**src/autotest_pkg.sv**
```systemverilog
//====================
// shared types, block layout and FSM states of the
// SD vector self-test sequencer, imported by every RTL file
//====================
`default_nettype none

package autotest_pkg;

  typedef logic [7:0]  byte_t;
  typedef logic [31:0] word_t;
  typedef logic [31:0] block_addr_t;
  typedef logic [9:0]  byte_off_t;

  localparam word_t       SIGNATURE   = 32'hAABB_CCDD;
  localparam block_addr_t START_BLOCK = 32'h0010_0000;
  localparam byte_off_t   BLOCK_BYTES = 10'd512;

  // vector and failure record layout
  localparam byte_off_t OFF_SIG    = 10'd0;
  localparam byte_off_t OFF_A      = 10'd4;
  localparam byte_off_t OFF_B      = 10'd8;
  localparam byte_off_t OFF_EXP    = 10'd12;
  localparam byte_off_t OFF_RESULT = 10'd16;
  localparam byte_off_t OFF_CYCLES = 10'd20;

  localparam byte_t FILL_BYTE = 8'hFF;

  typedef enum logic [4:0] {
    ST_SD_RST,
    ST_SD_RST_WAIT,
    ST_IDLE,
    ST_RD_SETUP,
    ST_RD_SETUP_WAIT,
    ST_RD_BYTE,
    ST_RD_WAIT,
    ST_RD_LOAD,
    ST_CHECK_SIG,
    ST_START,
    ST_WAIT_RUN,
    ST_COMPARE,
    ST_DECIDE,
    ST_WR_SETUP,
    ST_WR_SETUP_WAIT,
    ST_WR_LOAD,
    ST_WR_SETTLE,
    ST_WR_BYTE,
    ST_WR_WAIT,
    ST_NEXT_BLOCK,
    ST_HALT
  } seq_state_t;

endpackage

`default_nettype wire

```
**src/field_bus_if.sv**
```systemverilog
//====================
// block byte stream from the sequencer to the field
// registers and the record assembler
//====================
`timescale 1ns/1ps
`default_nettype none

interface field_bus_if;
  import autotest_pkg::*;

  byte_off_t offset;
  byte_t     rd_byte;
  logic      load;
  logic      clear;

  modport seq (output offset, output rd_byte, output load, output clear);
  modport field (input offset, input rd_byte, input load, input clear);

endinterface

`default_nettype wire

```
**src/autotest_top.sv**
```systemverilog
//====================
// self-test top: SD host and UUT attach here
//====================
`timescale 1ns/1ps
`default_nettype none

module autotest_top (
  input  logic                      clk,
  input  logic                      rst,
  input  logic                      sd_busy_i,
  input  autotest_pkg::byte_t       sd_data_i,
  output logic                      sd_rst_o,
  output logic                      sd_rd_block_o,
  output logic                      sd_rd_byte_o,
  output logic                      sd_wr_block_o,
  output logic                      sd_wr_byte_o,
  output autotest_pkg::block_addr_t sd_block_addr_o,
  output autotest_pkg::byte_t       sd_data_o,
  output logic                      uut_rst_o,
  input  logic                      uut_done_i,
  output autotest_pkg::word_t       uut_a_o,
  output autotest_pkg::word_t       uut_b_o,
  input  autotest_pkg::word_t       uut_result_i,
  output autotest_pkg::word_t       error_count_o,
  output logic                      done_o
);
  import autotest_pkg::*;

  word_t sig_val;
  word_t exp_val;
  word_t result_val;
  word_t cycles_val;
  logic  running;
  logic  capture;
  logic  check;
  logic  emit;
  logic  mismatch;

  field_bus_if u_bus ();

  block_sequencer u_seq (
    .clk(clk), .rst(rst),
    .sd_busy_i(sd_busy_i), .sd_data_i(sd_data_i),
    .sd_rst_o(sd_rst_o), .sd_rd_block_o(sd_rd_block_o), .sd_rd_byte_o(sd_rd_byte_o),
    .sd_wr_block_o(sd_wr_block_o), .sd_wr_byte_o(sd_wr_byte_o),
    .sd_block_addr_o(sd_block_addr_o),
    .uut_rst_o(uut_rst_o), .uut_done_i(uut_done_i),
    .bus(u_bus.seq),
    .running_o(running), .capture_o(capture), .check_o(check), .emit_o(emit),
    .mismatch_i(mismatch), .done_o(done_o)
  );

  // signature is stored MSB first, the rest LSB first
  byte_field_reg #(.field_t(word_t), .BASE_OFF(OFF_SIG), .MSB_FIRST(1'b1)) u_sig (
    .clk(clk), .rst(rst), .bus(u_bus.field), .value_o(sig_val)
  );
  byte_field_reg #(.field_t(word_t), .BASE_OFF(OFF_A), .MSB_FIRST(1'b0)) u_a (
    .clk(clk), .rst(rst), .bus(u_bus.field), .value_o(uut_a_o)
  );
  byte_field_reg #(.field_t(word_t), .BASE_OFF(OFF_B), .MSB_FIRST(1'b0)) u_b (
    .clk(clk), .rst(rst), .bus(u_bus.field), .value_o(uut_b_o)
  );
  byte_field_reg #(.field_t(word_t), .BASE_OFF(OFF_EXP), .MSB_FIRST(1'b0)) u_exp (
    .clk(clk), .rst(rst), .bus(u_bus.field), .value_o(exp_val)
  );

  run_monitor u_mon (
    .clk(clk), .rst(rst),
    .running_i(running), .capture_i(capture), .check_i(check),
    .uut_done_i(uut_done_i), .uut_result_i(uut_result_i), .expected_i(exp_val),
    .result_o(result_val), .cycles_o(cycles_val),
    .mismatch_o(mismatch), .error_count_o(error_count_o)
  );

  record_assembler u_rec (
    .clk(clk), .rst(rst), .bus(u_bus.field), .emit_i(emit),
    .sig_i(sig_val), .a_i(uut_a_o), .b_i(uut_b_o), .exp_i(exp_val),
    .result_i(result_val), .cycles_i(cycles_val),
    .sd_data_o(sd_data_o)
  );

endmodule

`default_nettype wire

```
**src/block_sequencer.sv**
```systemverilog
//====================
// FSM walking the SD vector blocks: reads each block,
// runs the UUT and writes back a record on a mismatch
//====================
`timescale 1ns/1ps
`default_nettype none

module block_sequencer (
  input  logic                      clk,
  input  logic                      rst,
  input  logic                      sd_busy_i,
  input  autotest_pkg::byte_t       sd_data_i,
  output logic                      sd_rst_o,
  output logic                      sd_rd_block_o,
  output logic                      sd_rd_byte_o,
  output logic                      sd_wr_block_o,
  output logic                      sd_wr_byte_o,
  output autotest_pkg::block_addr_t sd_block_addr_o,
  output logic                      uut_rst_o,
  input  logic                      uut_done_i,
  field_bus_if.seq                  bus,
  output logic                      running_o,
  output logic                      capture_o,
  output logic                      check_o,
  output logic                      emit_o,
  input  logic                      mismatch_i,
  output logic                      done_o
);
  import autotest_pkg::*;

  seq_state_t  state_q;
  seq_state_t  state_d;
  byte_off_t   offset_q;
  block_addr_t block_q;
  byte_t       rd_byte_q;
  logic        sig_ok_q;
  logic        last_byte;

  assign last_byte = (offset_q == BLOCK_BYTES - 10'd1);

  always_comb begin
    state_d = state_q;
    unique case (state_q)
      ST_SD_RST:        if (sd_busy_i) state_d = ST_SD_RST_WAIT;
      ST_SD_RST_WAIT:   if (!sd_busy_i) state_d = ST_IDLE;
      ST_IDLE:          state_d = ST_RD_SETUP;
      ST_RD_SETUP:      if (sd_busy_i) state_d = ST_RD_SETUP_WAIT;
      ST_RD_SETUP_WAIT: if (!sd_busy_i) state_d = ST_RD_BYTE;
      ST_RD_BYTE:       if (sd_busy_i) state_d = ST_RD_WAIT;
      ST_RD_WAIT:       if (!sd_busy_i) state_d = ST_RD_LOAD;
      ST_RD_LOAD:       state_d = last_byte ? ST_CHECK_SIG : ST_RD_BYTE;
      ST_CHECK_SIG:     state_d = sig_ok_q ? ST_START : ST_HALT;
      ST_START:         state_d = ST_WAIT_RUN;
      ST_WAIT_RUN:      if (uut_done_i) state_d = ST_COMPARE;
      ST_COMPARE:       state_d = ST_DECIDE;
      // mismatch is registered by the monitor during COMPARE
      ST_DECIDE:        state_d = mismatch_i ? ST_WR_SETUP : ST_NEXT_BLOCK;
      ST_WR_SETUP:      if (sd_busy_i) state_d = ST_WR_SETUP_WAIT;
      ST_WR_SETUP_WAIT: if (!sd_busy_i) state_d = ST_WR_LOAD;
      ST_WR_LOAD:       state_d = ST_WR_SETTLE;
      ST_WR_SETTLE:     state_d = ST_WR_BYTE;
      ST_WR_BYTE:       if (sd_busy_i) state_d = ST_WR_WAIT;
      ST_WR_WAIT: begin
        if (!sd_busy_i) begin
          state_d = last_byte ? ST_NEXT_BLOCK : ST_WR_LOAD;
        end
      end
      ST_NEXT_BLOCK:    state_d = ST_IDLE;
      ST_HALT:          state_d = ST_HALT;
      default:          state_d = ST_HALT;
    endcase
  end

  always_ff @(posedge clk) begin
    if (rst) begin
      state_q <= ST_SD_RST;
    end else begin
      state_q <= state_d;
    end
  end

  // byte offset, block address and running signature check
  always_ff @(posedge clk) begin
    if (rst) begin
      offset_q <= '0;
      block_q  <= START_BLOCK;
      sig_ok_q <= 1'b0;
    end else begin
      case (state_q)
        ST_IDLE: begin
          offset_q <= '0;
          sig_ok_q <= 1'b1;
        end
        ST_RD_LOAD: begin
          offset_q <= offset_q + 1'b1;
          if (offset_q < OFF_A &&
              rd_byte_q != SIGNATURE[{~offset_q[1:0], 3'b000} +: 8]) begin
            sig_ok_q <= 1'b0;
          end
        end
        ST_DECIDE: offset_q <= '0;
        ST_WR_WAIT: begin
          if (!sd_busy_i) begin
            offset_q <= offset_q + 1'b1;
          end
        end
        ST_NEXT_BLOCK: block_q <= block_q + 1'b1;
        default: ;
      endcase
    end
  end

  // read data is valid on the cycle busy falls
  always_ff @(posedge clk) begin
    if (state_q == ST_RD_WAIT && !sd_busy_i) begin
      rd_byte_q <= sd_data_i;
    end
  end

  assign sd_rst_o      = (state_q == ST_SD_RST);
  assign sd_rd_block_o = (state_q == ST_RD_SETUP) || (state_q == ST_RD_SETUP_WAIT) ||
                         (state_q == ST_RD_BYTE) || (state_q == ST_RD_WAIT) ||
                         (state_q == ST_RD_LOAD);
  assign sd_rd_byte_o  = (state_q == ST_RD_BYTE);
  assign sd_wr_block_o = (state_q == ST_WR_SETUP) || (state_q == ST_WR_SETUP_WAIT) ||
                         (state_q == ST_WR_LOAD) || (state_q == ST_WR_SETTLE) ||
                         (state_q == ST_WR_BYTE) || (state_q == ST_WR_WAIT);
  assign sd_wr_byte_o  = (state_q == ST_WR_BYTE);
  assign sd_block_addr_o = block_q;

  assign running_o = (state_q == ST_START) || (state_q == ST_WAIT_RUN);
  assign uut_rst_o = ~running_o;
  assign capture_o = (state_q == ST_WAIT_RUN) && uut_done_i;
  assign check_o   = (state_q == ST_COMPARE);
  assign emit_o    = (state_q == ST_WR_LOAD);
  assign done_o    = (state_q == ST_HALT);

  assign bus.offset  = offset_q;
  assign bus.rd_byte = rd_byte_q;
  assign bus.load    = (state_q == ST_RD_LOAD);
  assign bus.clear   = (state_q == ST_IDLE);

endmodule

`default_nettype wire

```
**src/byte_field_reg.sv**
```systemverilog
//====================
// one vector field, filled byte by byte from the
// block stream at its own offset and byte order
//====================
`timescale 1ns/1ps
`default_nettype none

module byte_field_reg #(
  parameter type                   field_t   = autotest_pkg::word_t,
  parameter autotest_pkg::byte_off_t BASE_OFF  = 10'd0,
  parameter bit                    MSB_FIRST = 1'b0
) (
  input  logic       clk,
  input  logic       rst,
  field_bus_if.field bus,
  output field_t     value_o
);
  import autotest_pkg::*;

  byte_off_t                 rel;
  logic                      hit;
  int                        lane;
  logic [$bits(field_t)-1:0] field_q;

  // offset inside the field, only meaningful on a hit
  always_comb begin
    rel  = bus.offset - BASE_OFF;
    hit  = (bus.offset >= BASE_OFF) && (int'(rel) < $bits(field_t) / 8);
    lane = MSB_FIRST ? ($bits(field_t) / 8 - 1 - int'(rel)) : int'(rel);
  end

  always_ff @(posedge clk) begin
    if (rst || bus.clear) begin
      field_q <= '0;
    end else if (bus.load && hit) begin
      field_q[lane*8 +: 8] <= bus.rd_byte;
    end
  end

  assign value_o = field_t'(field_q);

endmodule

`default_nettype wire

```
**src/record_assembler.sv**
```systemverilog
//====================
// builds the failure record one byte at a time
// for the SD block write
//====================
`timescale 1ns/1ps
`default_nettype none

module record_assembler (
  input  logic                clk,
  input  logic                rst,
  field_bus_if.field          bus,
  input  logic                emit_i,
  input  autotest_pkg::word_t sig_i,
  input  autotest_pkg::word_t a_i,
  input  autotest_pkg::word_t b_i,
  input  autotest_pkg::word_t exp_i,
  input  autotest_pkg::word_t result_i,
  input  autotest_pkg::word_t cycles_i,
  output autotest_pkg::byte_t sd_data_o
);
  import autotest_pkg::*;

  logic [1:0] lane;
  byte_t      byte_d;
  byte_t      byte_q;

  // all fields are word aligned, signature goes out MSB first
  always_comb begin
    lane = bus.offset[1:0];
    if (bus.offset < OFF_A) begin
      byte_d = sig_i[{~lane, 3'b000} +: 8];
    end else if (bus.offset < OFF_B) begin
      byte_d = a_i[{lane, 3'b000} +: 8];
    end else if (bus.offset < OFF_EXP) begin
      byte_d = b_i[{lane, 3'b000} +: 8];
    end else if (bus.offset < OFF_RESULT) begin
      byte_d = exp_i[{lane, 3'b000} +: 8];
    end else if (bus.offset < OFF_CYCLES) begin
      byte_d = result_i[{lane, 3'b000} +: 8];
    end else if (bus.offset < OFF_CYCLES + 10'd4) begin
      byte_d = cycles_i[{lane, 3'b000} +: 8];
    end else begin
      byte_d = FILL_BYTE;
    end
  end

  always_ff @(posedge clk) begin
    if (rst) begin
      byte_q <= FILL_BYTE;
    end else if (emit_i) begin
      byte_q <= byte_d;
    end
  end

  assign sd_data_o = byte_q;

endmodule

`default_nettype wire

```
**src/run_monitor.sv**
```systemverilog
//====================
// times the UUT run, captures and checks its result
// and keeps the error count
//====================
`timescale 1ns/1ps
`default_nettype none

module run_monitor (
  input  logic                clk,
  input  logic                rst,
  input  logic                running_i,
  input  logic                capture_i,
  input  logic                check_i,
  input  logic                uut_done_i,
  input  autotest_pkg::word_t uut_result_i,
  input  autotest_pkg::word_t expected_i,
  output autotest_pkg::word_t result_o,
  output autotest_pkg::word_t cycles_o,
  output logic                mismatch_o,
  output autotest_pkg::word_t error_count_o
);
  import autotest_pkg::*;

  logic  running_q;
  logic  mismatch_q;
  word_t cycles_q;
  word_t result_q;
  word_t errors_q;

  // count restarts as the UUT leaves reset for a new block
  always_ff @(posedge clk) begin
    if (rst) begin
      running_q <= 1'b0;
      cycles_q  <= '0;
    end else begin
      running_q <= running_i;
      if (running_i && !running_q) begin
        cycles_q <= uut_done_i ? word_t'(0) : word_t'(1);
      end else if (running_i && !uut_done_i) begin
        cycles_q <= cycles_q + 1'b1;
      end
    end
  end

  always_ff @(posedge clk) begin
    if (capture_i) begin
      result_q <= uut_result_i;
    end
  end

  always_ff @(posedge clk) begin
    if (rst) begin
      mismatch_q <= 1'b0;
      errors_q   <= '0;
    end else if (check_i) begin
      mismatch_q <= (result_q != expected_i);
      if (result_q != expected_i) begin
        errors_q <= errors_q + 1'b1;
      end
    end
  end

  assign result_o      = result_q;
  assign cycles_o      = cycles_q;
  assign mismatch_o    = mismatch_q;
  assign error_count_o = errors_q;

endmodule

`default_nettype wire

```
**config.mk**
```make
export PLATFORM = sky130hd
export DESIGN_NAME = autotest_top
export DESIGN_NICKNAME = d
export VERILOG_FILES = /design/src/autotest_pkg.sv /design/src/field_bus_if.sv /design/src/autotest_top.sv /design/src/block_sequencer.sv /design/src/byte_field_reg.sv /design/src/record_assembler.sv /design/src/run_monitor.sv
export SDC_FILE = /design/constraint.sdc
export NUM_CORES = 1
export LEC_CHECK = 0
export ABC_AREA = 1
export ABC_CLOCK_PERIOD_IN_PS = 5080
export BUFFER_PORTS_ARGS = -buffer_cell sky130_fd_sc_hd__buf_2
export CORE_UTILIZATION = 30
export CTS_CLUSTER_SIZE = 14
export DETAILED_ROUTE_END_ITERATION = 8
export PLACE_DENSITY = 0.46
export SLEW_MARGIN = 20
export SYNTH_ARGS = -nofsm -noshare
export SYNTH_HDL_FRONTEND = slang
export SYNTH_SLANG_ARGS = --single-unit
```
**constraint.sdc**
```tcl
create_clock -name clk -period 5.08 [get_ports clk]
set_input_delay 0.762 -clock clk [delete_from_list [all_inputs] [get_ports clk]]
set_output_delay 0.762 -clock clk [all_outputs]
set_load 0.02 [all_outputs]
```
### Word level (Yosys, flattened, before mapping)

Index checks and enable logic that the tools add are counted.

| word-level totals | value |
|---|---|
| register bits after elaboration | 290 |
| bits of input ports | 44 |
| output and inout port bits | 143 |
| logic and storage cells | 162 |

| cells by class | value |
|---|---|
| add/sub/neg operators | 12 |
| magnitude comparators | 14 |
| equal/unequal tests | 35 |
| shifts and indexed selects | 15 |
| multiplexer cells | 33 |
| bitwise logic cells | 2 |
| reduce and logical (&&, ||, !) cells | 36 |

Operators by type and width:

| cell | count |
|---|---|
| indexed part select 32 x 6 -> 8 bit | 6 |
| variable shift 8 x 33 -> 32 bit (first input constant) | 4 |
| indexed part select 8 x 33 -> 32 bit | 4 |
| bitwise mux 32 bit | 4 |
| case mux 5 bit (20 select lines) | 1 |
| negator 13 -> 33 bit | 3 |
| adder 32 x 1 -> 32 bit (second input constant) | 3 |
| 2-to-1 mux 5 bit | 14 |
| 2-to-1 mux 32 bit | 2 |
| < comparator 10 x 3 -> 1 bit (second input constant) | 5 |
| 2-to-1 mux 8 bit | 6 |
| == test 5 x 4 -> 1 bit (second input constant) | 8 |
| negator 32 -> 33 bit | 1 |
| inequality test 32 bit | 1 |
| indexed part select 32 x 6 -> 8 bit (first input constant) | 1 |
| < comparator 10 x 5 -> 1 bit (second input constant) | 3 |
| case mux 10 bit (3 select lines) | 1 |
| == test 5 bit (second input constant) | 5 |
| inequality test 2 bit (second input constant) | 12 |
| == test 5 x 3 -> 1 bit (second input constant) | 4 |
| >= comparator 10 x 4 -> 1 bit (second input constant) | 2 |
| < comparator 10 x 4 -> 1 bit (second input constant) | 2 |
| subtractor 10 x 4 -> 10 bit (second input constant) | 2 |
| logical AND 1 bit | 13 |
| other kinds (23) | 40 |

### Logic depth before layout (Yosys ltp)

Gate-level depths: netlist (run 1).

| logic depth | value |
|---|---|
| word-level depth | 7 |
| gate-level depth with buffers | 25 |
| gate-level depth less buffers | 22 |

### Cells and area by module

A second synthesis (run 1) with hierarchy kept.

| unflattened totals | value |
|---|---|
| cells, all modules | 3201 |
| area, all modules | 19698.9 µm² |

Modules (own cells, without submodules):

| module | times used | cells each | area each (µm²) |
|---|---|---|---|
| run_monitor | 1 | 690 | 5031.1 |
| block_sequencer | 1 | 543 | 3488.3 |
| record_assembler | 1 | 556 | 2608.8 |
| byte_field_reg at u_sig | 1 | 386 | 2391.0 |
| byte_field_reg at u_a | 1 | 356 | 2134.5 |
| byte_field_reg at u_exp | 1 | 320 | 2030.7 |
| byte_field_reg at u_b | 1 | 350 | 2014.4 |

### Worst setup path before layout (run 1)

No wires, ideal clock.

| timing path | value |
|---|---|
| kind | input to register |
| start point | input port uut_done_i |
| end point | register u_mon.result_q[0] (netlist: u_mon.result_o[0]) (enable) |
| setup time | 0.502 ns |
| data arrival time | 3.928 ns |
| required time | 4.578 ns |
| setup slack | 0.650 ns |
| stages | 2 |
| buffers on the path | 0 |
| cell sequence | inv_1 -> nor4_1 |

| between the ends | value |
|---|---|
| word-level cells in the longest chain between the ends | 1 |

RTL lines:

| what | RTL line | text |
|---|---|---|
| start, declared | autotest_top.sv:20 | `input logic uut_done_i,` |
| logical AND 1 bit | block_sequencer.sv:133 | `assign capture_o = (state_q == ST_WAIT_RUN) && uut_done_i;` |
| named net capture | autotest_top.sv:34 | `logic capture;` |
| end signal, assigned | run_monitor.sv:47 | `result_q <= uut_result_i;` |
| end, declared | run_monitor.sv:27 | `word_t result_q;` |

The timed path passes the listed nets, and every way through them passes these cells.
A chain may end at the register's enable or synchronous reset.

### Final worst setup path (run 1)

| timing path | value |
|---|---|
| start point | register u_seq.offset_q[2] (netlist: u_seq.bus.offset[2]) |
| end point | register u_sig.field_q[3] (netlist: u_sig.value_o[3]) |

| between the ends | value |
|---|---|
| word-level cells in the longest chain between the ends | 4 |
| elaborated cells between the ends (all ways) | 9 |

RTL lines:

| what | RTL line | text |
|---|---|---|
| start, declared | block_sequencer.sv:33 | `byte_off_t offset_q;` |
| start signal, assigned | block_sequencer.sv:95 | `offset_q <= offset_q + 1'b1;` |
| start signal, assigned | block_sequencer.sv:104 | `offset_q <= offset_q + 1'b1;` |
| subtractor 2 x 10 -> 11 bit | byte_field_reg.sv:29 | `lane = MSB_FIRST ? ($bits(field_t) / 8 - 1 - int'(rel)) : int'(rel);` |
| negator 32 -> 33 bit | byte_field_reg.sv:36 | `field_q[lane*8 +: 8] <= bus.rd_byte;` |
| indexed part select 8 x 33 -> 32 bit / variable shift 8 x 33 -> 32 bit (equally long branches) | byte_field_reg.sv:36 |  |
| bitwise mux 32 bit | byte_field_reg.sv:36 |  |
| end signal, assigned by index | byte_field_reg.sv:36 |  |
| end, declared | byte_field_reg.sv:23 | `logic [$bits(field_t)-1:0] field_q;` |

Parallel ways exist; a longest one is shown, timed or not.

==> metrics.md, run 1 <==
| Metric | Value |
|---|---|
| Die Height | `244 um` |
| Outcome | `finished clean` |
| Placed cells | `between 3,000 and 4,000` |
| HPWL after DPL | `49,800 um` |
| Most frequent CP cell | `nand2_1` |
| Setup TNS | `0 ns` |
| Cell area after synthesis | `0.0176 mm2` |
| Worst hold-check path type | `primary input to flip-flop` |
| Hold buffers post-CTS | `0` |
| TritonCTS clock tree | `yes` |
| Fin. max-slew vios | `0` |
| Placement Setup Slack | `approximately 0.84 ns` |
| P per Cell Area | `between 300 and 400 mW/mm2` |
| Die width | `roughly 240 um` |
| Hold_sp | `uut_result_i[30]` |
| Highest Signal Layer | `met4` |
| Clock transition at the registers of the reported paths | `roughly 0.060 ns` |
| CP max FO | `15` |
| Final setup fails | `0` |
| Vias per cell | `between 4 and 5` |
| DR WL met3 | `3710 um` |
| Top post-synthesis cells by area | `dfxtp_1 (29%), nand2_1 (13%), nor2_1 (8.9%), inv_1 (7.4%), edfxtp_1 (6.8%)` |
| EDFF count, synth | `40` |
| Buffer depth of the longest clock path | `3` |
| Area of the die | `0.0595 mm2` |
| Synth Net Count | `about 2,800` |
| Synth Flop Type | `dfxtp_1` |
| Row Count | `slightly below 90` |
| Share of cells above drive strength 1 | `between 10% and 20%` |
| CP Class | `flip-flop to flip-flop` |
| Worst Path Arrival | `slightly below 5 ns` |
| Avg WL per Cell | `~18 um` |
| Synth cell types | `60` |
| Setup WS post-layout | `~0.72 ns` |
| Port Buffers | `roughly 190` |
| CP Cell Sequence | `inv_1 > ha_1 > nand2_1 > inv_1 > nand2_1 > inv_1 > nand4_1 > ha_1 > or2_2 > nor3_1 > o21a_1 > nand2_1 > nor2_4 > and2_1 > nand2_4 > nand2_1 > clkinv_1 > nor2_1` |
| Drt drc | `0` |
| Vias in the first global route | `around 17,000` |
| Layout area overhead | `15.8%` |
| Detail Route Antenna Nets | `0` |
| Slew @ Worst Pin | `roughly 0.84 ns` |
| Synthesized instance count | `between 2,000 and 3,000` |
| Core ar. | `0.0577 mm2` |
| H-tree depth | `2` |
| Max VDD drop | `0.236 mV` |
| Yosys reg bits | `290` |
| Grt total ovfl | `0` |
| Reg2reg end | `u_sig.value_o[3]` |
| RSZ-0062 raised after global routing | `false` |
| GP Congestion | `0.975` |
| Drt pass-1 iters | `6` |
| Total GRT Usage | `a little over a fifth` |
| Final core occ | `between 30% and 40%` |
| CTS Sinks | `a little under 300` |
| Worst hold stages | `1` |
| Worst Setup SP | `u_seq.bus.offset[2]` |
| Final std cells w/o fill | `between 3,000 and 4,000` |
| Fraction of registers with async set/reset | `0%` |
| Yosys Warn Count | `0` |
| Reg2reg start | `u_seq.bus.offset[2]` |
| WL final | `66,000 um` |
| Root Buffer | `clkbuf_16` |
| Critical path capture point type | `flip-flop` |
| Nets | `2,898` |
| Post-cts resize count | `0` |
| Hold Path End | `u_mon.result_o[30]` |
| Routed wl met2 | `~30,000 um` |
| Headroom to the max-slew limit | `between 40% and 50%` |
| Max Clock Skew | `around 0.038 ns` |
| Routed vias | `~18,000` |
| Finished Cell Area | `about 0.02 mm2` |
| Starting Density | `between 30% and 40%` |
| Hold Slack | `0.367 ns` |
| Final hold violation count | `0` |
| Syn Area/Cell | `around 6.5 um2` |
| Power, Total | `about 6.8 mW` |
| Area post-placement | `~0.019 mm2` |
| Leak | `about 8.8 nW` |
| Tmin final | `about 4.4 ns` |
| Tcrit/Tclk final | `between 80% and 90%` |
| Wl on met1 | `~30,000 um` |
| Initial antenna violation count | `0` |
| First-pass GRT wire length | `101,000 um` |
| Critical Path Max Stage Delay | `approximately 0.70 ns` |
| Sequential fraction of the synthesis area | `35.4%` |
| MaxCap Viol Count | `0` |
| Peak Freq | `between 200 and 250 MHz` |
| Startpoint types | `flip-flop` |
| Clk_lat worst skew | `about 0.57 ns` |
| R2r worst-path depth | `18` |
| CTS buffer count | `38` |
| Post-synth top area cell | `dfxtp_1` |
| Largest net degree at the start of global routing | `a little over 70` |
| IO Count | `about 190` |
| Setup Buffers After CTS | `0` |
| Crit-path slowest cell | `dfxtp_1` |
| 1st-iter DRT viols | `around 1,300` |
| Required time of the critical path | `5.56 ns` |
| R2r setup slk | `0.72 ns` |
| Share of the synthesized area in the top cell type | `between 20% and 30%` |
[worst max-delay path, delay by kind of cell, from the launching register on]
family	cells	cell delay, ns
flip-flops	1	0.70
AND/OR/NAND/NOR	11	2.10
buffers and inverters	4	0.73
AO/OA/AOI/OAI	1	0.13
adder cells (fa/ha/maj)	2	0.62
[power breakdown]
part           switching (mW)  leakage (nW)  internal [mW]
combinational            1.32          5.85          0.441
clock                    1.08         0.578           1.52
sequential             0.0779          2.37           2.35
[placed cells by master (no fill, tap or decap), drive strengths merged, types with 9 or more instances in the layout]
| master | netlist | routed |
|---|---|---|
| edfxtp | 40 | 40 |
| nor4 | 22 | 22 |
| nor2 | 447 | 447 |
| a21oi | 159 | 159 |
| dfxtp | 250 | 250 |
| inv | 359 | 361 |
| o211ai | 12 | 12 |
| o21ai | 199 | 199 |
| nand2 | 636 | 636 |
| ha | 22 | 22 |
| xor2 | 32 | 32 |
| xnor2 | 42 | 42 |
| nor3 | 89 | 89 |
| nand3 | 121 | 121 |
| a22oi | 9 | 9 |
| clkbuf | 55 | 52 |
| a31oi | 14 | 14 |
| clkinv | 4 | 13 |
| nand4 | 66 | 66 |
| a211oi | 10 | 10 |
| buf | 48 | 210 |
[synth_stat cells, drive strengths merged (22+ instances only)]
| library cell | number |
|---|---|
| xor2 | 32 |
| nor3 | 89 |
| nand4 | 66 |
| nand3 | 121 |
| clkbuf | 55 |
| ha | 22 |
| xnor2 | 42 |
| a21oi | 159 |
| o21ai | 199 |
| nor4 | 22 |
| edfxtp | 40 |
| nor2 | 447 |
| dfxtp | 250 |
| inv | 359 |
| nand2 | 636 |
| buf | 48 |
[cells by family (layout without fill, tap and decap cells)]
family / count (synthesis) / count (layout) / synth area share, %
fa+ha+maj: 22 / 22 / 1.57
xor+xnor: 74 / 74 / 3.69
other cells: 0 / 1 / 0
flops: 290 / 290 / 35.4
compound gates: 432 / 432 / 13.5
buf+inv: 466 / 639 / 10.6
simple gates: 1401 / 1401 / 35.2
[how the worst max path moves through the flow]
| stage | cells after the start | slack [ns] | end |
|---|---|---|---|
| 2_1_floorplan | 2 | 0.65 | u_mon.result_o[0] |
| 3_3_place_gp | 18 | 0.93 | u_sig.value_o[3] |
| 3_5_place_dp | 18 | 0.84 | u_sig.value_o[3] |
| 4_1_cts | 18 | 0.79 | u_sig.value_o[3] |
| 5_1_grt | 16 | 0.30 | u_sig.value_o[13] |
| 6_report | 18 | 0.72 | u_sig.value_o[3] |
[flip-flops by register name (all words and copies together), names as in the netlist]
name                   count
u_a.value_o               32
u_b.value_o               32
u_exp.value_o             32
u_mon.cycles_o            32
u_mon.error_count_o       32
u_mon.result_o            32
u_seq.sd_block_addr_o     32
u_sig.value_o             32
u_seq.bus.offset          10
u_rec.sd_data_o            8
u_seq.bus.rd_byte          8
u_seq.state_q              5
u_mon.mismatch_o           1
u_mon.running_q            1
u_seq.sig_ok_q             1
[area by class of cell]
cell class | count | area [um2]
clock inverter | 14 | 120
multi-input combinational | 1929 | 9490
clock buffer | 52 | 1060
antenna | 1 | 2.50
sequential | 290 | 6210
inverter | 363 | 1380
fill | 6386 | 37400
tap | 765 | 957
timing repair buffer | 210 | 1110
[routing by layer]
layer  track usage (%)  vias to the layer above
met5                 0                        -
met4              8.14                        0
met3              3.58                      112
met2              34.8                      483
met1              29.4                     8259
li1                  -                     8955
No activity file was read; power rests on OpenSTA's default activity.
==> run 2, diff against run 1 <==
--- a/config.mk
+++ b/config.mk
@@ -8,10 +8,12 @@
 export ABC_AREA = 1
 export ABC_CLOCK_PERIOD_IN_PS = 5080
 export BUFFER_PORTS_ARGS = -buffer_cell sky130_fd_sc_hd__buf_2
+export CELL_PAD_IN_SITES_DETAIL_PLACEMENT = 1
+export CELL_PAD_IN_SITES_GLOBAL_PLACEMENT = 1
 export CORE_UTILIZATION = 30
 export CTS_CLUSTER_SIZE = 14
 export DETAILED_ROUTE_END_ITERATION = 8
-export PLACE_DENSITY = 0.46
+export PLACE_DENSITY = 0.61
 export SLEW_MARGIN = 20
 export SYNTH_ARGS = -nofsm -noshare
 export SYNTH_HDL_FRONTEND = slang
==> run 2 against run 1 <==
Total power is 3.0% higher. Worst setup slack worse by 0.15 ns. Die area stayed put. Sequential share of layout area is 0.16 points lower. Largest cell class unchanged. Utilization is 0.18 points higher.
==> metrics.md, run 2 (synthesis results as in run 1) <==
| Metric | Value |
|---|---|
| Worst hold-check path type | `primary input to flip-flop (unchanged)` |
| Power, Total | `6.99 mW (was 6.79 mW)` |
| Critical path capture point type | `flip-flop (unchanged)` |
| Reg2reg end | `u_sig.value_o[3] (unchanged)` |
| Port Buffers | `186 (unchanged)` |
| CP Class | `flip-flop to flip-flop (unchanged)` |
| 1st-iter DRT viols | `1,019 (was 1,325)` |
| Vias per cell | `5.00 (was 4.91)` |
| IO Count | `187 (unchanged)` |
| Die width | `244 um (unchanged)` |
| Tmin final | `4.51 ns (was 4.36 ns)` |
| Area of the die | `0.0595 mm2 (unchanged)` |
| R2r worst-path depth | `18 (unchanged)` |
| Most frequent cells in the layout | `nand2_1 (613), nor2_1 (417), inv_1 (344), dfxtp_1 (248), o21ai_0 (191) (unchanged)` |
| Drt drc | `0 (unchanged)` |
| Post-cts resize count | `0 (unchanged)` |
| Share of cells above drive strength 1 | `13.1% (was 12.9%)` |
| Placement Setup Slack | `0.673 ns (was 0.837 ns)` |
| Routed vias | `18,100 (was 17,800)` |
| Most common cell after layout, fill and taps aside | `nand2_1 (unchanged)` |
| Core ar. | `0.0577 mm2 (unchanged)` |
| Buffer depth of the longest clock path | `3 (unchanged)` |
| Flop pwr share | `34.9% (was 35.7%)` |
| Worst Path Arrival | `5.00 ns (was 4.84 ns)` |
| Nets | `2,897 (was 2,898)` |
| RSZ-0062 raised after global routing | `false (unchanged)` |
| Tcrit/Tclk final | `88.8% (was 85.8%)` |
| Final hold violation count | `0 (unchanged)` |
| MaxCap Viol Count | `0 (unchanged)` |
| Avg WL per Cell | `19.6 um (was 18.2 um)` |
| GP Congestion | `0.881 (was 0.975)` |
| Leak | `8.85 nW (was 8.80 nW)` |
| Setup Buffers After CTS | `0 (unchanged)` |
| Setup TNS | `0 ns (unchanged)` |
| Clk_lat worst skew | `0.57 ns (about the same)` |
| Grt total ovfl | `0 (unchanged)` |
| H-tree depth | `2 (unchanged)` |
| Fin. max-slew vios | `0 (unchanged)` |
| Required time of the critical path | `5.57 ns (was 5.56 ns)` |
| Detail Route Antenna Nets | `0 (unchanged)` |
| Root Buffer | `clkbuf_16 (unchanged)` |
| Max VDD drop | `0.208 mV (was 0.236 mV)` |
| Reg2reg start | `u_seq.bus.offset[2] (unchanged)` |
| Total GRT Usage | `23.7% (was 21.8%)` |
| Max Clock Skew | `0.0216 ns (was 0.0377 ns)` |
| Starting Density | `30.4% (unchanged)` |
| Largest net degree at the start of global routing | `95 (was 71)` |
| Clock transition at the registers of the reported paths | `0.06 ns (about the same)` |
| Logic pwr share | `24.8% (was 26.0%)` |
| WL final | `71,200 um (was 66,000 um)` |
| Drt pass-1 iters | `7 (was 6)` |
| Final core occ | `35.4% (was 35.2%)` |
| Hold Slack | `0.369 ns (was 0.367 ns)` |
| Int Pwr | `4.45 mW (was 4.31 mW)` |
| Hold buffers post-CTS | `0 (unchanged)` |
| Peak Freq | `222 MHz (was 229 MHz)` |
| CTS Sinks | `290 (unchanged)` |
| Vias in the first global route | `18,200 (was 17,000)` |
| Startpoint types | `flip-flop (unchanged)` |
| Setup WS post-layout | `0.570 ns (was 0.720 ns)` |
| Slew @ Worst Pin | `1.01 ns (was 0.836 ns)` |
| Hold_sp | `uut_result_i[24] (was uut_result_i[30])` |
| Final setup fails | `0 (unchanged)` |
| Clock power frac | `40.3% (was 38.3%)` |
| First-pass GRT wire length | `110,000 um (was 101,000 um)` |
| Worst hold stages | `1 (unchanged)` |
| CP max FO | `15 (unchanged)` |
| Switching portion of total power | `36.4% (was 36.5%)` |
| HPWL after DPL | `54,100 um (was 49,800 um)` |
| Initial antenna violation count | `0 (unchanged)` |
| Row Count | `88 (unchanged)` |
| Headroom to the max-slew limit | `32.5% (was 43.7%)` |
| Outcome | `finished clean (unchanged)` |
| Hold Path End | `u_mon.result_o[24] (was u_mon.result_o[30])` |
| TritonCTS clock tree | `yes (unchanged)` |
| Die Height | `244 um (unchanged)` |
| Switching pwr | `2.54 mW (was 2.48 mW)` |
| Layout area overhead | `16.4% (was 15.8%)` |
| CTS buffer count | `39 (was 38)` |
| P per Cell Area | `342 mW/mm2 (was 334 mW/mm2)` |
| R2r setup slk | `0.57 ns (was 0.72 ns)` |
==> run 2: cell count changes in the layout (fill, tap and decap cells not counted), sizes merged <==
cell    before  now
buf        210  208
bufinv       1    2
clkbuf      52   54
clkinv      13   16
inv        361  359
==> run 2: power by group through the flow <==
| stage | combinational (mW) | clock [mW] | sequential (mW) |
|---|---|---|---|
| 6_report | 1.74 | 2.82 | 2.44 |
| 5_1_grt | 1.91 | 2.98 | 2.44 |
| 4_1_cts | 1.73 | 2.90 | 2.44 |
| 3_5_place_dp | 1.72 | 0 | 2.49 |
| 3_3_place_gp | 1.71 | 0 | 2.49 |
| 2_1_floorplan | 1.26 | 0 | 2.41 |
==> run 2: worst max-delay path by stage <==
stage / start / endpoint / depth (start not counted)
2_1_floorplan: uut_done_i / u_mon.result_o[0] / 2
3_3_place_gp: u_seq.bus.offset[2] / u_sig.value_o[3] / 18
3_5_place_dp: u_seq.bus.offset[2] / u_sig.value_o[3] / 18
4_1_cts: u_seq.bus.offset[2] / u_sig.value_o[3] / 18
5_1_grt: u_seq.bus.offset[2] / u_sig.value_o[3] / 18
6_report: u_seq.bus.offset[2] / u_sig.value_o[3] / 18
==> run 2: layer usage <==
layer	vias to the layer above	GRT usage, %	part of all wire (%)
li1	8947	-	-
met1	8778	32.5	48
met2	295	38.4	46
met5	-	0	0
met3	93	3.44	3.8
met4	0	6.51	2.5
==> run 2: worst max-delay path, stage by stage, from the launching register on <==
cell,delay [ns]
dfxtp_1,0.65
inv_1,0.28
ha_1,0.36
nand2_1,0.14
inv_1,0.06
nand2_1,0.38
inv_1,0.41
nand4_1,0.22
ha_1,0.25
or2_2,0.29
nor3_1,0.18
o21a_1,0.13
nand2_1,0.08
nor2_4,0.19
and2_1,0.41
nand2_4,0.15
nand2_1,0.10
clkinv_1,0.05
nor2_1,0.10
==> run 2: stage by stage <==
step	std cells	area [um2]
CTS	3625	20400
global placement	3555	19100
finish	3626	20400
detailed placement	3555	19100
floorplan	2685	17600
global route	3625	20400
==> run 2: layout make-up <==
class	count	area, um2
diodes	1	2.50
clock buffers	54	1140
clock inverters	16	150
fillers	7433	37300
inverters	363	1380
multi-input cells	1929	9500
flip-flops and latches	290	6210
well taps	765	957
repair buffers	208	1100
